**src/uart_pkg.sv**
```systemverilog
package uart_pkg;

  // 50 MHz system clock, 115200 baud
  localparam int CLKS_PER_BIT = 434;
  localparam int HALF_BIT = CLKS_PER_BIT / 2;

  // start, 8 data, parity, stop
  localparam int FRAME_BITS = 11;

  // measured from the read byte's stop bit to the response start edge
  localparam int RESP_TIMEOUT_CLKS = 20 * CLKS_PER_BIT;

  // counter widths
  localparam int BAUD_CNT_W = $clog2(CLKS_PER_BIT);
  localparam int BIT_CNT_W = $clog2(FRAME_BITS + 1);
  localparam int TMO_CNT_W = $clog2(RESP_TIMEOUT_CLKS);

  // command word as seen by the sequencer
  typedef struct packed {
    logic       wr;
    logic [6:0] addr;
    logic [7:0] data;
  } uart_cmd_fields_t;

  // command word as seen on the wire
  typedef struct packed {
    logic [7:0] hi;
    logic [7:0] lo;
  } uart_cmd_bytes_t;

  typedef union packed {
    uart_cmd_fields_t f;
    uart_cmd_bytes_t  b;
  } uart_cmd_u;

  // one received frame
  typedef struct packed {
    logic [7:0] data;
    logic       parity_err;
    logic       stop_err;
  } uart_rx_result_t;

endpackage

```
**src/uart_bridge.sv**
```systemverilog
`timescale 1ns/1ps

module uart_bridge import uart_pkg::*; (
  input  logic       clk,
  input  logic       rst_n,
  input  uart_cmd_u  cmd,
  input  logic       cmd_vld,
  output logic       cmd_rdy,
  input  logic       rx,
  output logic       tx,
  output logic       read_vld,
  output logic [7:0] read_data,
  output logic       read_err
);

  logic            tx_start;
  logic [7:0]      tx_byte;
  logic            tx_done;
  logic            rx_busy;
  logic            rx_strobe;
  uart_rx_result_t rx_result;

  uart_cmd_ctrl i_uart_cmd_ctrl (
    .clk       (clk),
    .rst_n     (rst_n),
    .cmd       (cmd),
    .cmd_vld   (cmd_vld),
    .tx_done   (tx_done),
    .rx_busy   (rx_busy),
    .rx_strobe (rx_strobe),
    .rx_result (rx_result),
    .cmd_rdy   (cmd_rdy),
    .tx_start  (tx_start),
    .tx_byte   (tx_byte),
    .read_vld  (read_vld),
    .read_data (read_data),
    .read_err  (read_err)
  );

  uart_tx i_uart_tx (
    .clk      (clk),
    .rst_n    (rst_n),
    .tx_start (tx_start),
    .tx_byte  (tx_byte),
    .tx       (tx),
    .tx_done  (tx_done)
  );

  uart_rx i_uart_rx (
    .clk       (clk),
    .rst_n     (rst_n),
    .rx        (rx),
    .rx_busy   (rx_busy),
    .rx_strobe (rx_strobe),
    .rx_result (rx_result)
  );

endmodule

```
**src/uart_cmd_ctrl.sv**
```systemverilog
`timescale 1ns/1ps

module uart_cmd_ctrl import uart_pkg::*; (
  input  logic            clk,
  input  logic            rst_n,
  input  uart_cmd_u       cmd,
  input  logic            cmd_vld,
  input  logic            tx_done,
  input  logic            rx_busy,
  input  logic            rx_strobe,
  input  uart_rx_result_t rx_result,
  output logic            cmd_rdy,
  output logic            tx_start,
  output logic [7:0]      tx_byte,
  output logic            read_vld,
  output logic [7:0]      read_data,
  output logic            read_err
);

  typedef enum logic [2:0] {
    ST_IDLE,
    ST_SEND_HI,
    ST_SEND_LO,
    ST_WAIT_RESP,
    ST_RECV
  } state_t;

  state_t               state;
  uart_cmd_u            cmd_q;
  logic                 launch;
  logic [TMO_CNT_W-1:0] tmo_cnt;
  logic                 resp_bad;

  assign cmd_rdy = (state == ST_IDLE);

  // first byte one cycle after accept, second byte back to back with the first
  assign tx_start = launch || (state == ST_SEND_HI && tx_done && cmd_q.f.wr);
  assign tx_byte  = launch ? cmd_q.b.hi : cmd_q.b.lo;

  assign resp_bad = rx_result.parity_err || rx_result.stop_err;

  always_ff @(posedge clk) begin
    if (cmd_rdy && cmd_vld) begin
      cmd_q <= cmd;
    end
  end

  always_ff @(posedge clk) begin
    if (state == ST_RECV && rx_strobe) begin
      read_data <= rx_result.data;
    end
  end

  always_ff @(posedge clk or negedge rst_n) begin
    if (!rst_n) begin
      state    <= ST_IDLE;
      launch   <= 1'b0;
      tmo_cnt  <= '0;
      read_vld <= 1'b0;
      read_err <= 1'b0;
    end else begin
      launch   <= 1'b0;
      read_vld <= 1'b0;
      read_err <= 1'b0;
      case (state)
        ST_IDLE: begin
          if (cmd_vld) begin
            state  <= ST_SEND_HI;
            launch <= 1'b1;
          end
        end
        ST_SEND_HI: begin
          if (tx_done) begin
            if (cmd_q.f.wr) begin
              state <= ST_SEND_LO;
            end else begin
              state   <= ST_WAIT_RESP;
              tmo_cnt <= '0;
            end
          end
        end
        ST_SEND_LO: begin
          if (tx_done) begin
            state <= ST_IDLE;
          end
        end
        ST_WAIT_RESP: begin
          // counter holds while a frame is being received
          if (rx_busy) begin
            state <= ST_RECV;
          end else if (tmo_cnt == TMO_CNT_W'(RESP_TIMEOUT_CLKS - 1)) begin
            state    <= ST_IDLE;
            read_err <= 1'b1;
          end else begin
            tmo_cnt <= tmo_cnt + 1'b1;
          end
        end
        ST_RECV: begin
          if (rx_strobe) begin
            state    <= ST_IDLE;
            read_vld <= !resp_bad;
            read_err <= resp_bad;
          end else if (!rx_busy) begin
            // start glitch, keep waiting
            state <= ST_WAIT_RESP;
          end
        end
        default: begin
          state <= ST_IDLE;
        end
      endcase
    end
  end

  // transmitter only finishes frames this sequencer started
  a_rdy_not_done: assert property (
    @(posedge clk) disable iff (!rst_n)
    !(cmd_rdy && tx_done)
  ) else $error("uart_cmd_ctrl: tx_done while cmd_rdy");

endmodule

```
**src/uart_rx.sv**
```systemverilog
`timescale 1ns/1ps

module uart_rx import uart_pkg::*; (
  input  logic            clk,
  input  logic            rst_n,
  input  logic            rx,
  output logic            rx_busy,
  output logic            rx_strobe,
  output uart_rx_result_t rx_result
);

  logic [2:0]            rx_dly;
  logic                  rx_sync;
  logic                  rx_fall;
  logic [BAUD_CNT_W-1:0] baud_cnt;
  logic [BIT_CNT_W-1:0]  bit_cnt;
  logic                  mid;
  logic [7:0]            data_sh;
  logic                  par_bit;
  logic                  stop_bit;

  // two sync flops plus one for edge detect
  always_ff @(posedge clk or negedge rst_n) begin
    if (!rst_n) begin
      rx_dly <= 3'b111;
    end else begin
      rx_dly <= {rx_dly[1:0], rx};
    end
  end

  assign rx_sync = rx_dly[1];
  assign rx_fall = rx_dly[2] && !rx_dly[1];

  // sample point in the middle of each bit
  assign mid = rx_busy && !rx_strobe && (baud_cnt == BAUD_CNT_W'(HALF_BIT - 1));

  always_ff @(posedge clk or negedge rst_n) begin
    if (!rst_n) begin
      rx_busy   <= 1'b0;
      rx_strobe <= 1'b0;
      baud_cnt  <= '0;
      bit_cnt   <= '0;
    end else begin
      rx_strobe <= 1'b0;
      if (!rx_busy) begin
        if (rx_fall) begin
          rx_busy  <= 1'b1;
          baud_cnt <= '0;
          bit_cnt  <= '0;
        end
      end else if (rx_strobe) begin
        // hold busy through the strobe cycle
        rx_busy <= 1'b0;
      end else begin
        if (baud_cnt == BAUD_CNT_W'(CLKS_PER_BIT - 1)) begin
          baud_cnt <= '0;
        end else begin
          baud_cnt <= baud_cnt + 1'b1;
        end
        if (mid) begin
          bit_cnt <= bit_cnt + 1'b1;
          // start bit gone high again, treat as a glitch
          if (bit_cnt == '0 && rx_sync) begin
            rx_busy <= 1'b0;
          end
          if (bit_cnt == BIT_CNT_W'(FRAME_BITS - 1)) begin
            rx_strobe <= 1'b1;
          end
        end
      end
    end
  end

  // frame payload
  always_ff @(posedge clk) begin
    if (mid) begin
      if (bit_cnt >= BIT_CNT_W'(1) && bit_cnt <= BIT_CNT_W'(8)) begin
        data_sh <= {rx_sync, data_sh[7:1]};
      end
      if (bit_cnt == BIT_CNT_W'(9)) begin
        par_bit <= rx_sync;
      end
      if (bit_cnt == BIT_CNT_W'(10)) begin
        stop_bit <= rx_sync;
      end
    end
  end

  // odd parity means the nine bits xor to one
  assign rx_result.data       = data_sh;
  assign rx_result.parity_err = ~^{data_sh, par_bit};
  assign rx_result.stop_err   = ~stop_bit;

  a_strobe_single: assert property (
    @(posedge clk) disable iff (!rst_n)
    rx_strobe |=> !rx_strobe
  ) else $error("uart_rx: rx_strobe high for two cycles");

endmodule

```
**src/uart_tx.sv**
```systemverilog
`timescale 1ns/1ps

module uart_tx import uart_pkg::*; (
  input  logic       clk,
  input  logic       rst_n,
  input  logic       tx_start,
  input  logic [7:0] tx_byte,
  output logic       tx,
  output logic       tx_done
);

  logic [FRAME_BITS-1:0] shreg;
  logic                  busy;
  logic [BAUD_CNT_W-1:0] baud_cnt;
  logic [BIT_CNT_W-1:0]  bit_cnt;
  logic                  bit_end;

  assign bit_end = (baud_cnt == BAUD_CNT_W'(CLKS_PER_BIT - 1));

  // last cycle of the stop bit
  assign tx_done = busy && bit_end && (bit_cnt == BIT_CNT_W'(FRAME_BITS - 1));

  // line follows the bottom of the shift register, all ones when idle
  assign tx = shreg[0];

  always_ff @(posedge clk or negedge rst_n) begin
    if (!rst_n) begin
      shreg    <= '1;
      busy     <= 1'b0;
      baud_cnt <= '0;
      bit_cnt  <= '0;
    end else if (tx_start) begin
      // stop, odd parity, data lsb first, start
      shreg    <= {1'b1, ~^tx_byte, tx_byte, 1'b0};
      busy     <= 1'b1;
      baud_cnt <= '0;
      bit_cnt  <= '0;
    end else if (busy) begin
      if (bit_end) begin
        baud_cnt <= '0;
        shreg    <= {1'b1, shreg[FRAME_BITS-1:1]};
        bit_cnt  <= bit_cnt + 1'b1;
        if (tx_done) begin
          busy <= 1'b0;
        end
      end else begin
        baud_cnt <= baud_cnt + 1'b1;
      end
    end
  end

  // a new frame may only start in the final stop bit cycle or from idle
  a_no_start_mid_frame: assert property (
    @(posedge clk) disable iff (!rst_n)
    tx_start |-> (!busy || tx_done)
  ) else $error("uart_tx: tx_start while frame in progress");

endmodule
```
**config.mk**
```make
export PLATFORM = sky130hd
export DESIGN_NAME = uart_bridge
export DESIGN_NICKNAME = d
export VERILOG_FILES = /design/src/uart_pkg.sv /design/src/uart_bridge.sv /design/src/uart_cmd_ctrl.sv /design/src/uart_rx.sv /design/src/uart_tx.sv
export SDC_FILE = /design/constraint.sdc
export NUM_CORES = 1
export LEC_CHECK = 0
export BUFFER_PORTS_ARGS = -buffer_cell sky130_fd_sc_hd__buf_2
export CAP_MARGIN = 30
export CORE_MARGIN = 2
export CORE_UTILIZATION = 30
export DETAILED_ROUTE_END_ITERATION = 10
export PLACE_DENSITY = 0.46
export SYNTH_ARGS = -nofsm -noshare
export SYNTH_HDL_FRONTEND = slang
export SYNTH_SLANG_ARGS = --single-unit
```
**constraint.sdc**
```tcl
create_clock -name clk -period 2.05 [get_ports clk]
set_input_delay 0.3075 -clock clk [delete_from_list [all_inputs] [get_ports clk]]
set_output_delay 0.3075 -clock clk [all_outputs]
set_load 0.02 [all_outputs]
```
* Word-level counts from Yosys, hierarchy flattened
Cells that the tools add are included.
** Word-level totals
- Register bits after elaboration :: 97
- Bits of input ports :: 20
- Output and inout port bits :: 12
** Cells by class
- Add/subtract/negate cells :: 5
- Magnitude comparators :: 2
- Equal/unequal tests :: 21
- Multiplexer cells :: 53
- Bitwise gates (word level) :: 1
- Reduce and logical (&&, ||, !) cells :: 32
** Operators with widths (count)
- $mux W9 :: 7
- $mux W14 :: 4
- $mux W11 :: 3
- $mux W4 :: 7
- $pmux W14 S2 :: 1
- $mux W1 :: 21
- $mux W3 :: 7
- $add A9 B1 Y9 const B :: 2
- $eq A9 B9 Y1 const B :: 2
- $pmux W3 S5 :: 1
- $add A14 B1 Y14 const B :: 1
- $eq A14 B14 Y1 const B :: 1
- $eq A4 B4 Y1 const B :: 3
- $ne A2 B2 Y1 const B :: 6
- $logic_and A1 B1 Y1 :: 11
- $reduce_and A2 Y1 :: 5
- $reduce_and A5 Y1 :: 2
- $eq A9 B8 Y1 const B :: 1
- $reduce_xnor A9 Y1 :: 1
- $add A4 B1 Y4 const B :: 2
- $mux W8 :: 1
- $reduce_bool A2 Y1 :: 4
- $reduce_xnor A8 Y1 :: 1
- $eq A3 B2 Y1 const B :: 2
- 14 further kinds :: 18

* Longest topological paths before layout
- Depth in word-level cells :: 8
- Gate-level depth with buffers :: 9

* Hierarchy
Synthesis repeated with hierarchy kept, for this count alone.
** Unflattened totals
- Cell total of the unflattened synthesis :: 418
- Area total of the unflattened synthesis :: 4737.0 um^2
** Modules (own cells, without submodules)
- uart_cmd_ctrl :: instances 1, cells each 162, area each 2004.4 um^2, sequential area each 1221.2 um^2
- uart_rx :: instances 1, cells each 121, area each 1393.8 um^2, sequential area each 754.5 um^2
- uart_tx :: instances 1, cells each 135, area each 1338.8 um^2, sequential area each 613.1 um^2

* Least setup slack after synthesis
Ideal clock, no wire load.
- Kind :: register -> register
- From :: register i_uart_cmd_ctrl.state[1]
- To :: register i_uart_cmd_ctrl.cmd_q[0] in the netlist's numbering, enable pin
- Library setup time :: 0.374 ns
- Arrival :: 1.681 ns
- Required time :: 1.676 ns
- Slack :: -0.005 ns
- Cell stages (with the launch flop) :: 4
- Buffers on the path :: 1
- Cells stage by stage :: dfrtp_1 -> clkbuf_1 -> nor3_1 -> and2_1
** On the way
- Cells in the longest elaborated chain, start to end :: 2
** RTL lines
- from (decl) :: line uart_cmd_ctrl.sv:28 : state_t state;
- from (signal assigned) :: line uart_cmd_ctrl.sv:56 : state <= ST_IDLE;
- from (signal assigned) :: line uart_cmd_ctrl.sv:68 : state <= ST_SEND_HI;
- from (signal assigned) :: line uart_cmd_ctrl.sv:75 : state <= ST_SEND_LO;
- $logic_not A3 Y1 :: line uart_cmd_ctrl.sv:34 : assign cmd_rdy = (state == ST_IDLE);
- named net cmd_rdy :: line uart_bridge.sv:8 : output logic cmd_rdy,
- $logic_and A1 B1 Y1 :: line uart_cmd_ctrl.sv:43 : if (cmd_rdy && cmd_vld) begin
- to (signal assigned) :: line uart_cmd_ctrl.sv:44 : cmd_q <= cmd;
- to (decl) :: line uart_cmd_ctrl.sv:29 : uart_cmd_u cmd_q;
The timed path passes the listed nets, and every way through them passes these cells.
A chain may end at the register's enable or synchronous reset.

* Worst setup path in the final report
- From :: register i_uart_tx.baud_cnt[3]
- To :: register i_uart_cmd_ctrl.tmo_cnt[13]
** On the way
- Cells in the longest elaborated chain, start to end :: 5
** RTL lines
- from (decl) :: line uart_tx.sv:14 : logic [BAUD_CNT_W-1:0] baud_cnt;
- from (signal assigned) :: line uart_tx.sv:47 : baud_cnt <= baud_cnt + 1'b1;
- $eq A9 B9 Y1 :: line uart_tx.sv:18 : assign bit_end = (baud_cnt == BAUD_CNT_W'(CLKS_PER_BIT - 1));
- $logic_and A1 B1 Y1 (2 in series) :: line uart_tx.sv:21 : assign tx_done = busy && bit_end && (bit_cnt == BIT_CNT_W'(FRAME_BITS - 1));
- $ne A2 B1 Y1 (no line)
- $reduce_and A5 Y1 (no line)
- to (signal assigned) :: line uart_cmd_ctrl.sv:95 : tmo_cnt <= tmo_cnt + 1'b1;
- to (decl) :: line uart_cmd_ctrl.sv:31 : logic [TMO_CNT_W-1:0] tmo_cnt;
No other way between the ends.

==> results.py <==
metrics = {
    "clock_tree": {
        "h-tree-depth": 3,
        "number_of_buffers_created_by_cts": 9,
        "root_buffer": "sky130_fd_sc_hd__clkbuf_16",
        "clkLatencyLatePin_ps": 340,
        "cts-root-to-sink-buffers": 2,
        "clock_sink_count": 96,
        "clk_pin_slew_worst_paths_ps": 70,
        "clock_tree_from_tritoncts": "built",
    },
    "run_status": {
        "status": "complete, no violations",
    },
    "sta": {
        "max_slew.worst_pin.slew_ps": 627.8,
        "finalHoldViolations": 0,
        "slew_violations": 0,
        "min_period_ps": 1970,
        "final.period_utilization_pct": 96.09,
        "rsz0062_at_grt": "false",
        "finalSetupTns_ps": 0,
        "final.hold.worst_slack_ps": 67.04,
        "final-setup-viol-count": 0,
        "max-slew-margin-rel_pct": 58.15,
        "fin_skew_ps": 7.758,
        "max_freq_mhz": 507.7,
    },
    "synthesis": {
        "netlist_top_cells_area": "sky130_fd_sc_hd__dfrtp_1, sky130_fd_sc_hd__edfxtp_1, sky130_fd_sc_hd__dfstp_2",
        "synth-seq-area-share_pct": 55.42,
        "postSynthRegisterBits": 96,
        "synthesis.area_per_instance_um2": 11.53,
        "ys_dominant_reg_cell": "sky130_fd_sc_hd__dfrtp_1",
        "synthTopCellsByCount": "sky130_fd_sc_hd__dfrtp_1, sky130_fd_sc_hd__edfxtp_1, sky130_fd_sc_hd__nor2_1",
        "synth_cells": 405,
        "synth.largest_area_cell": "sky130_fd_sc_hd__dfrtp_1",
        "synth_warnings": 0,
        "number_of_flops_mapped_to_enable_cells_by_yosys": 34,
        "synthDistinctLibCells": 59,
        "net_count_synth": 438,
        "yosys.area.top_type_share_pct": 26.25,
        "postSynth.asyncResetShare_pct": 64.58,
        "synth_area_um2": 4671,
        "synthMostInstantiatedCell": "sky130_fd_sc_hd__dfrtp_1",
    },
    "grt": {
        "use_met2_pct": 16.90,
        "wire_length_of_the_first_global_routing_pass_um": 15540,
        "grt.busiest_layer": "met1",
        "grt_util_all_layers_pct": 11.87,
        "use_met3_pct": 1.913,
        "grt_start_max_net_pins": 63,
        "grt-ovfl-total": 0,
        "met1_usage_pct": 18.02,
        "antenna_found_initial": 0,
        "first_global_vias": 3027,
    },
    "layout": {
        "layout_cell_share_with_drive_strength_beyond_1_pct": 22.53,
        "nets": 494,
        "areaGrowthSynthToFinish_pct": 17.73,
        "diodes": 0,
        "nFillCells": 1502,
    },
    "setup_path": {
        "reg2reg_to": "i_uart_cmd_ctrl.tmo_cnt[13]",
        "critPathArrivalTime_ps": 2200,
        "timing.critical_path.fanout_max": 5,
        "setup.worst_path.end": "i_uart_cmd_ctrl.tmo_cnt[13]",
        "worstPathRequired_ps": 2280,
        "setup_slack_on_the_worst_flop_to_flop_path_ps": 80,
        "path_class": "flip-flop to flip-flop",
        "crit_start": "i_uart_tx.baud_cnt[3]",
        "reg2regPathDepth": 5,
        "crit-reg2reg-launch": "i_uart_tx.baud_cnt[3]",
        "setup.worst_path.end_class": "flip-flop",
        "start_kind": "flip-flop",
    },
    "routing": {
        "wl_um": 9379,
        "drtAntennaViolNets": 0,
        "detailroute.via_count": 3232,
        "drtPass1Iterations": 4,
        "detail_route.vias_per_cell": 4.942,
        "route.detailed.wl_per_inst_um": 14.34,
        "detail_route.iter0.violations": 151,
        "drt_drc_violations_left": 0,
    },
    "placed_design": {
        "dp.final_hpwl_um": 6587,
        "place.gp.congestion": 0.7552,
        "port-buffer-count": 31,
    },
    "floorplan": {
        "io_pins": 32,
        "die_w_um": 128.8,
        "core_um2": 15200,
        "start_util_pct": 30.72,
        "chipHeight_um": 128.8,
        "die-area_um2": 16580,
        "standard_cell_rows": 45,
    },
    "pwr": {
        "power_density_nw_per_um2": 848.2,
        "power.static_leakage_nw": 2.293,
        "ir_drop_v": 0.0004265,
    },
    "min_path": {
        "min-delay-path-class": "input pin to flip-flop",
    },
    "flow_run": {
        "drv_cap": 0,
    },
}
-- flip-flops by register name (all words and copies together) (netlist names) --
signal,flops
i_uart_cmd_ctrl.launch,1
i_uart_tx.bit_cnt,4
i_uart_rx.bit_cnt,4
i_uart_tx.baud_cnt,9
i_uart_cmd_ctrl.read_err,1
i_uart_rx.par_bit,1
i_uart_cmd_ctrl.read_vld,1
i_uart_rx.baud_cnt,9
i_uart_cmd_ctrl.read_data,8
i_uart_tx.busy,1
i_uart_rx.rx_dly,3
i_uart_rx.rx_busy,1
i_uart_rx.stop_bit,1
i_uart_rx.data_sh,8
i_uart_cmd_ctrl.state,3
i_uart_cmd_ctrl.cmd_q,16
i_uart_rx.rx_strobe,1
i_uart_cmd_ctrl.tmo_cnt,14
i_uart_tx.shreg,10
-- metrics by stage --
step	area, um^2	power (mW)	util, %	std cells	setup WS [ps]
2_1_floorplan	4672	2.875	-	405	29.70
3_3_place_gp	5206	3.126	34.25	636	103.0
3_5_place_dp	5206	3.145	34.25	636	74.33
4_1_cts	5488	4.722	36.10	653	64.68
5_1_grt	5499	4.966	36.17	654	27.82
6_report	5499	4.664	36.17	654	80.21
-- how the worst min path moves through the flow --
stage / startpoint / to / slack [ps] / cells after the start
final: rx / i_uart_rx.rx_dly[0] / 70 / 1
after global routing: rx / i_uart_rx.rx_dly[0] / 60 / 1
after CTS: rx / i_uart_rx.rx_dly[0] / 50 / 1
after detailed placement: i_uart_rx.rx_dly[0] / i_uart_rx.rx_dly[1] / 350 / 0
after global placement: rst_n / i_uart_rx.bit_cnt[3] / 350 / 2
after floorplan: rst_n / i_uart_cmd_ctrl.launch / 10 / 0
-- routing by layer --
layer | wire length (um) | vias up
met1 | 4869 | 1570
li1 | - | 1603
met4 | 115 | 0
met2 | 4125 | 51
met5 | 0 | -
met3 | 269 | 8
-- power by group --
| group | switching, mW | total, mW | internal (mW) |
|---|---|---|---|
| Clock | 0.716 | 1.54 | 0.828 |
| Sequential | 0.186 | 2.44 | 2.25 |
| Combinational | 0.359 | 0.684 | 0.326 |
| Total | 1.26 | 4.66 | 3.40 |
-- kinds of logic (layout without fill, tap and decap cells) --
family | count (synthesis) | in the layout | synth area share (%)
simple gates | 133 | 133 | 15.38
buf+inv | 25 | 86 | 2.518
xor+xnor | 29 | 29 | 5.733
fa+ha+maj | 13 | 13 | 3.483
compound gates | 84 | 84 | 11.87
flops | 96 | 96 | 55.42
mux | 25 | 25 | 5.599
-- cells in the final DEF (no fill, tap or decap), types with 15 or more instances in the layout --
cell | synthesis | layout
sky130_fd_sc_hd__a21oi_1 | 18 | 18
sky130_fd_sc_hd__dfrtp_1 | 49 | 49
sky130_fd_sc_hd__nor3_1 | 16 | 16
sky130_fd_sc_hd__buf_2 | 1 | 31
sky130_fd_sc_hd__nand2_1 | 27 | 27
sky130_fd_sc_hd__mux2i_1 | 16 | 16
sky130_fd_sc_hd__o21ai_0 | 22 | 22
sky130_fd_sc_hd__nor2_1 | 30 | 30
sky130_fd_sc_hd__buf_4 | 2 | 24
sky130_fd_sc_hd__edfxtp_1 | 34 | 34
sky130_fd_sc_hd__xnor2_1 | 15 | 15
-- timing repair --
item                                    CTS  global route
endpoints found under the hold margin     9             0
hold buffers                              1             0
endpoints found under the setup margin    0             1
resized for setup                         0             1
setup buffers                             0             1
-- cell type report --
type | count | area, um^2 | share of cell area, %
Timing Repair Buffer | 59 | 396.6 | 7.213
Multi-Input combinational cell | 284 | 1966 | 35.75
Inverter | 11 | 41.29 | 0.7509
Clock buffer | 10 | 229.0 | 4.164
Tap cell | 188 | 235.2 | 4.278
Sequential cell | 96 | 2589 | 47.08
Clock inverter | 6 | 42.54 | 0.7736
-- critical path: stages, from the launching register on --
cell	delay, ps
sky130_fd_sc_hd__dfrtp_1	380
sky130_fd_sc_hd__or4b_4	590
sky130_fd_sc_hd__nor3_4	260
sky130_fd_sc_hd__nand2_4	90
sky130_fd_sc_hd__a221o_1	350
sky130_fd_sc_hd__a21o_1	180
(Power assumes the default switching activity.)
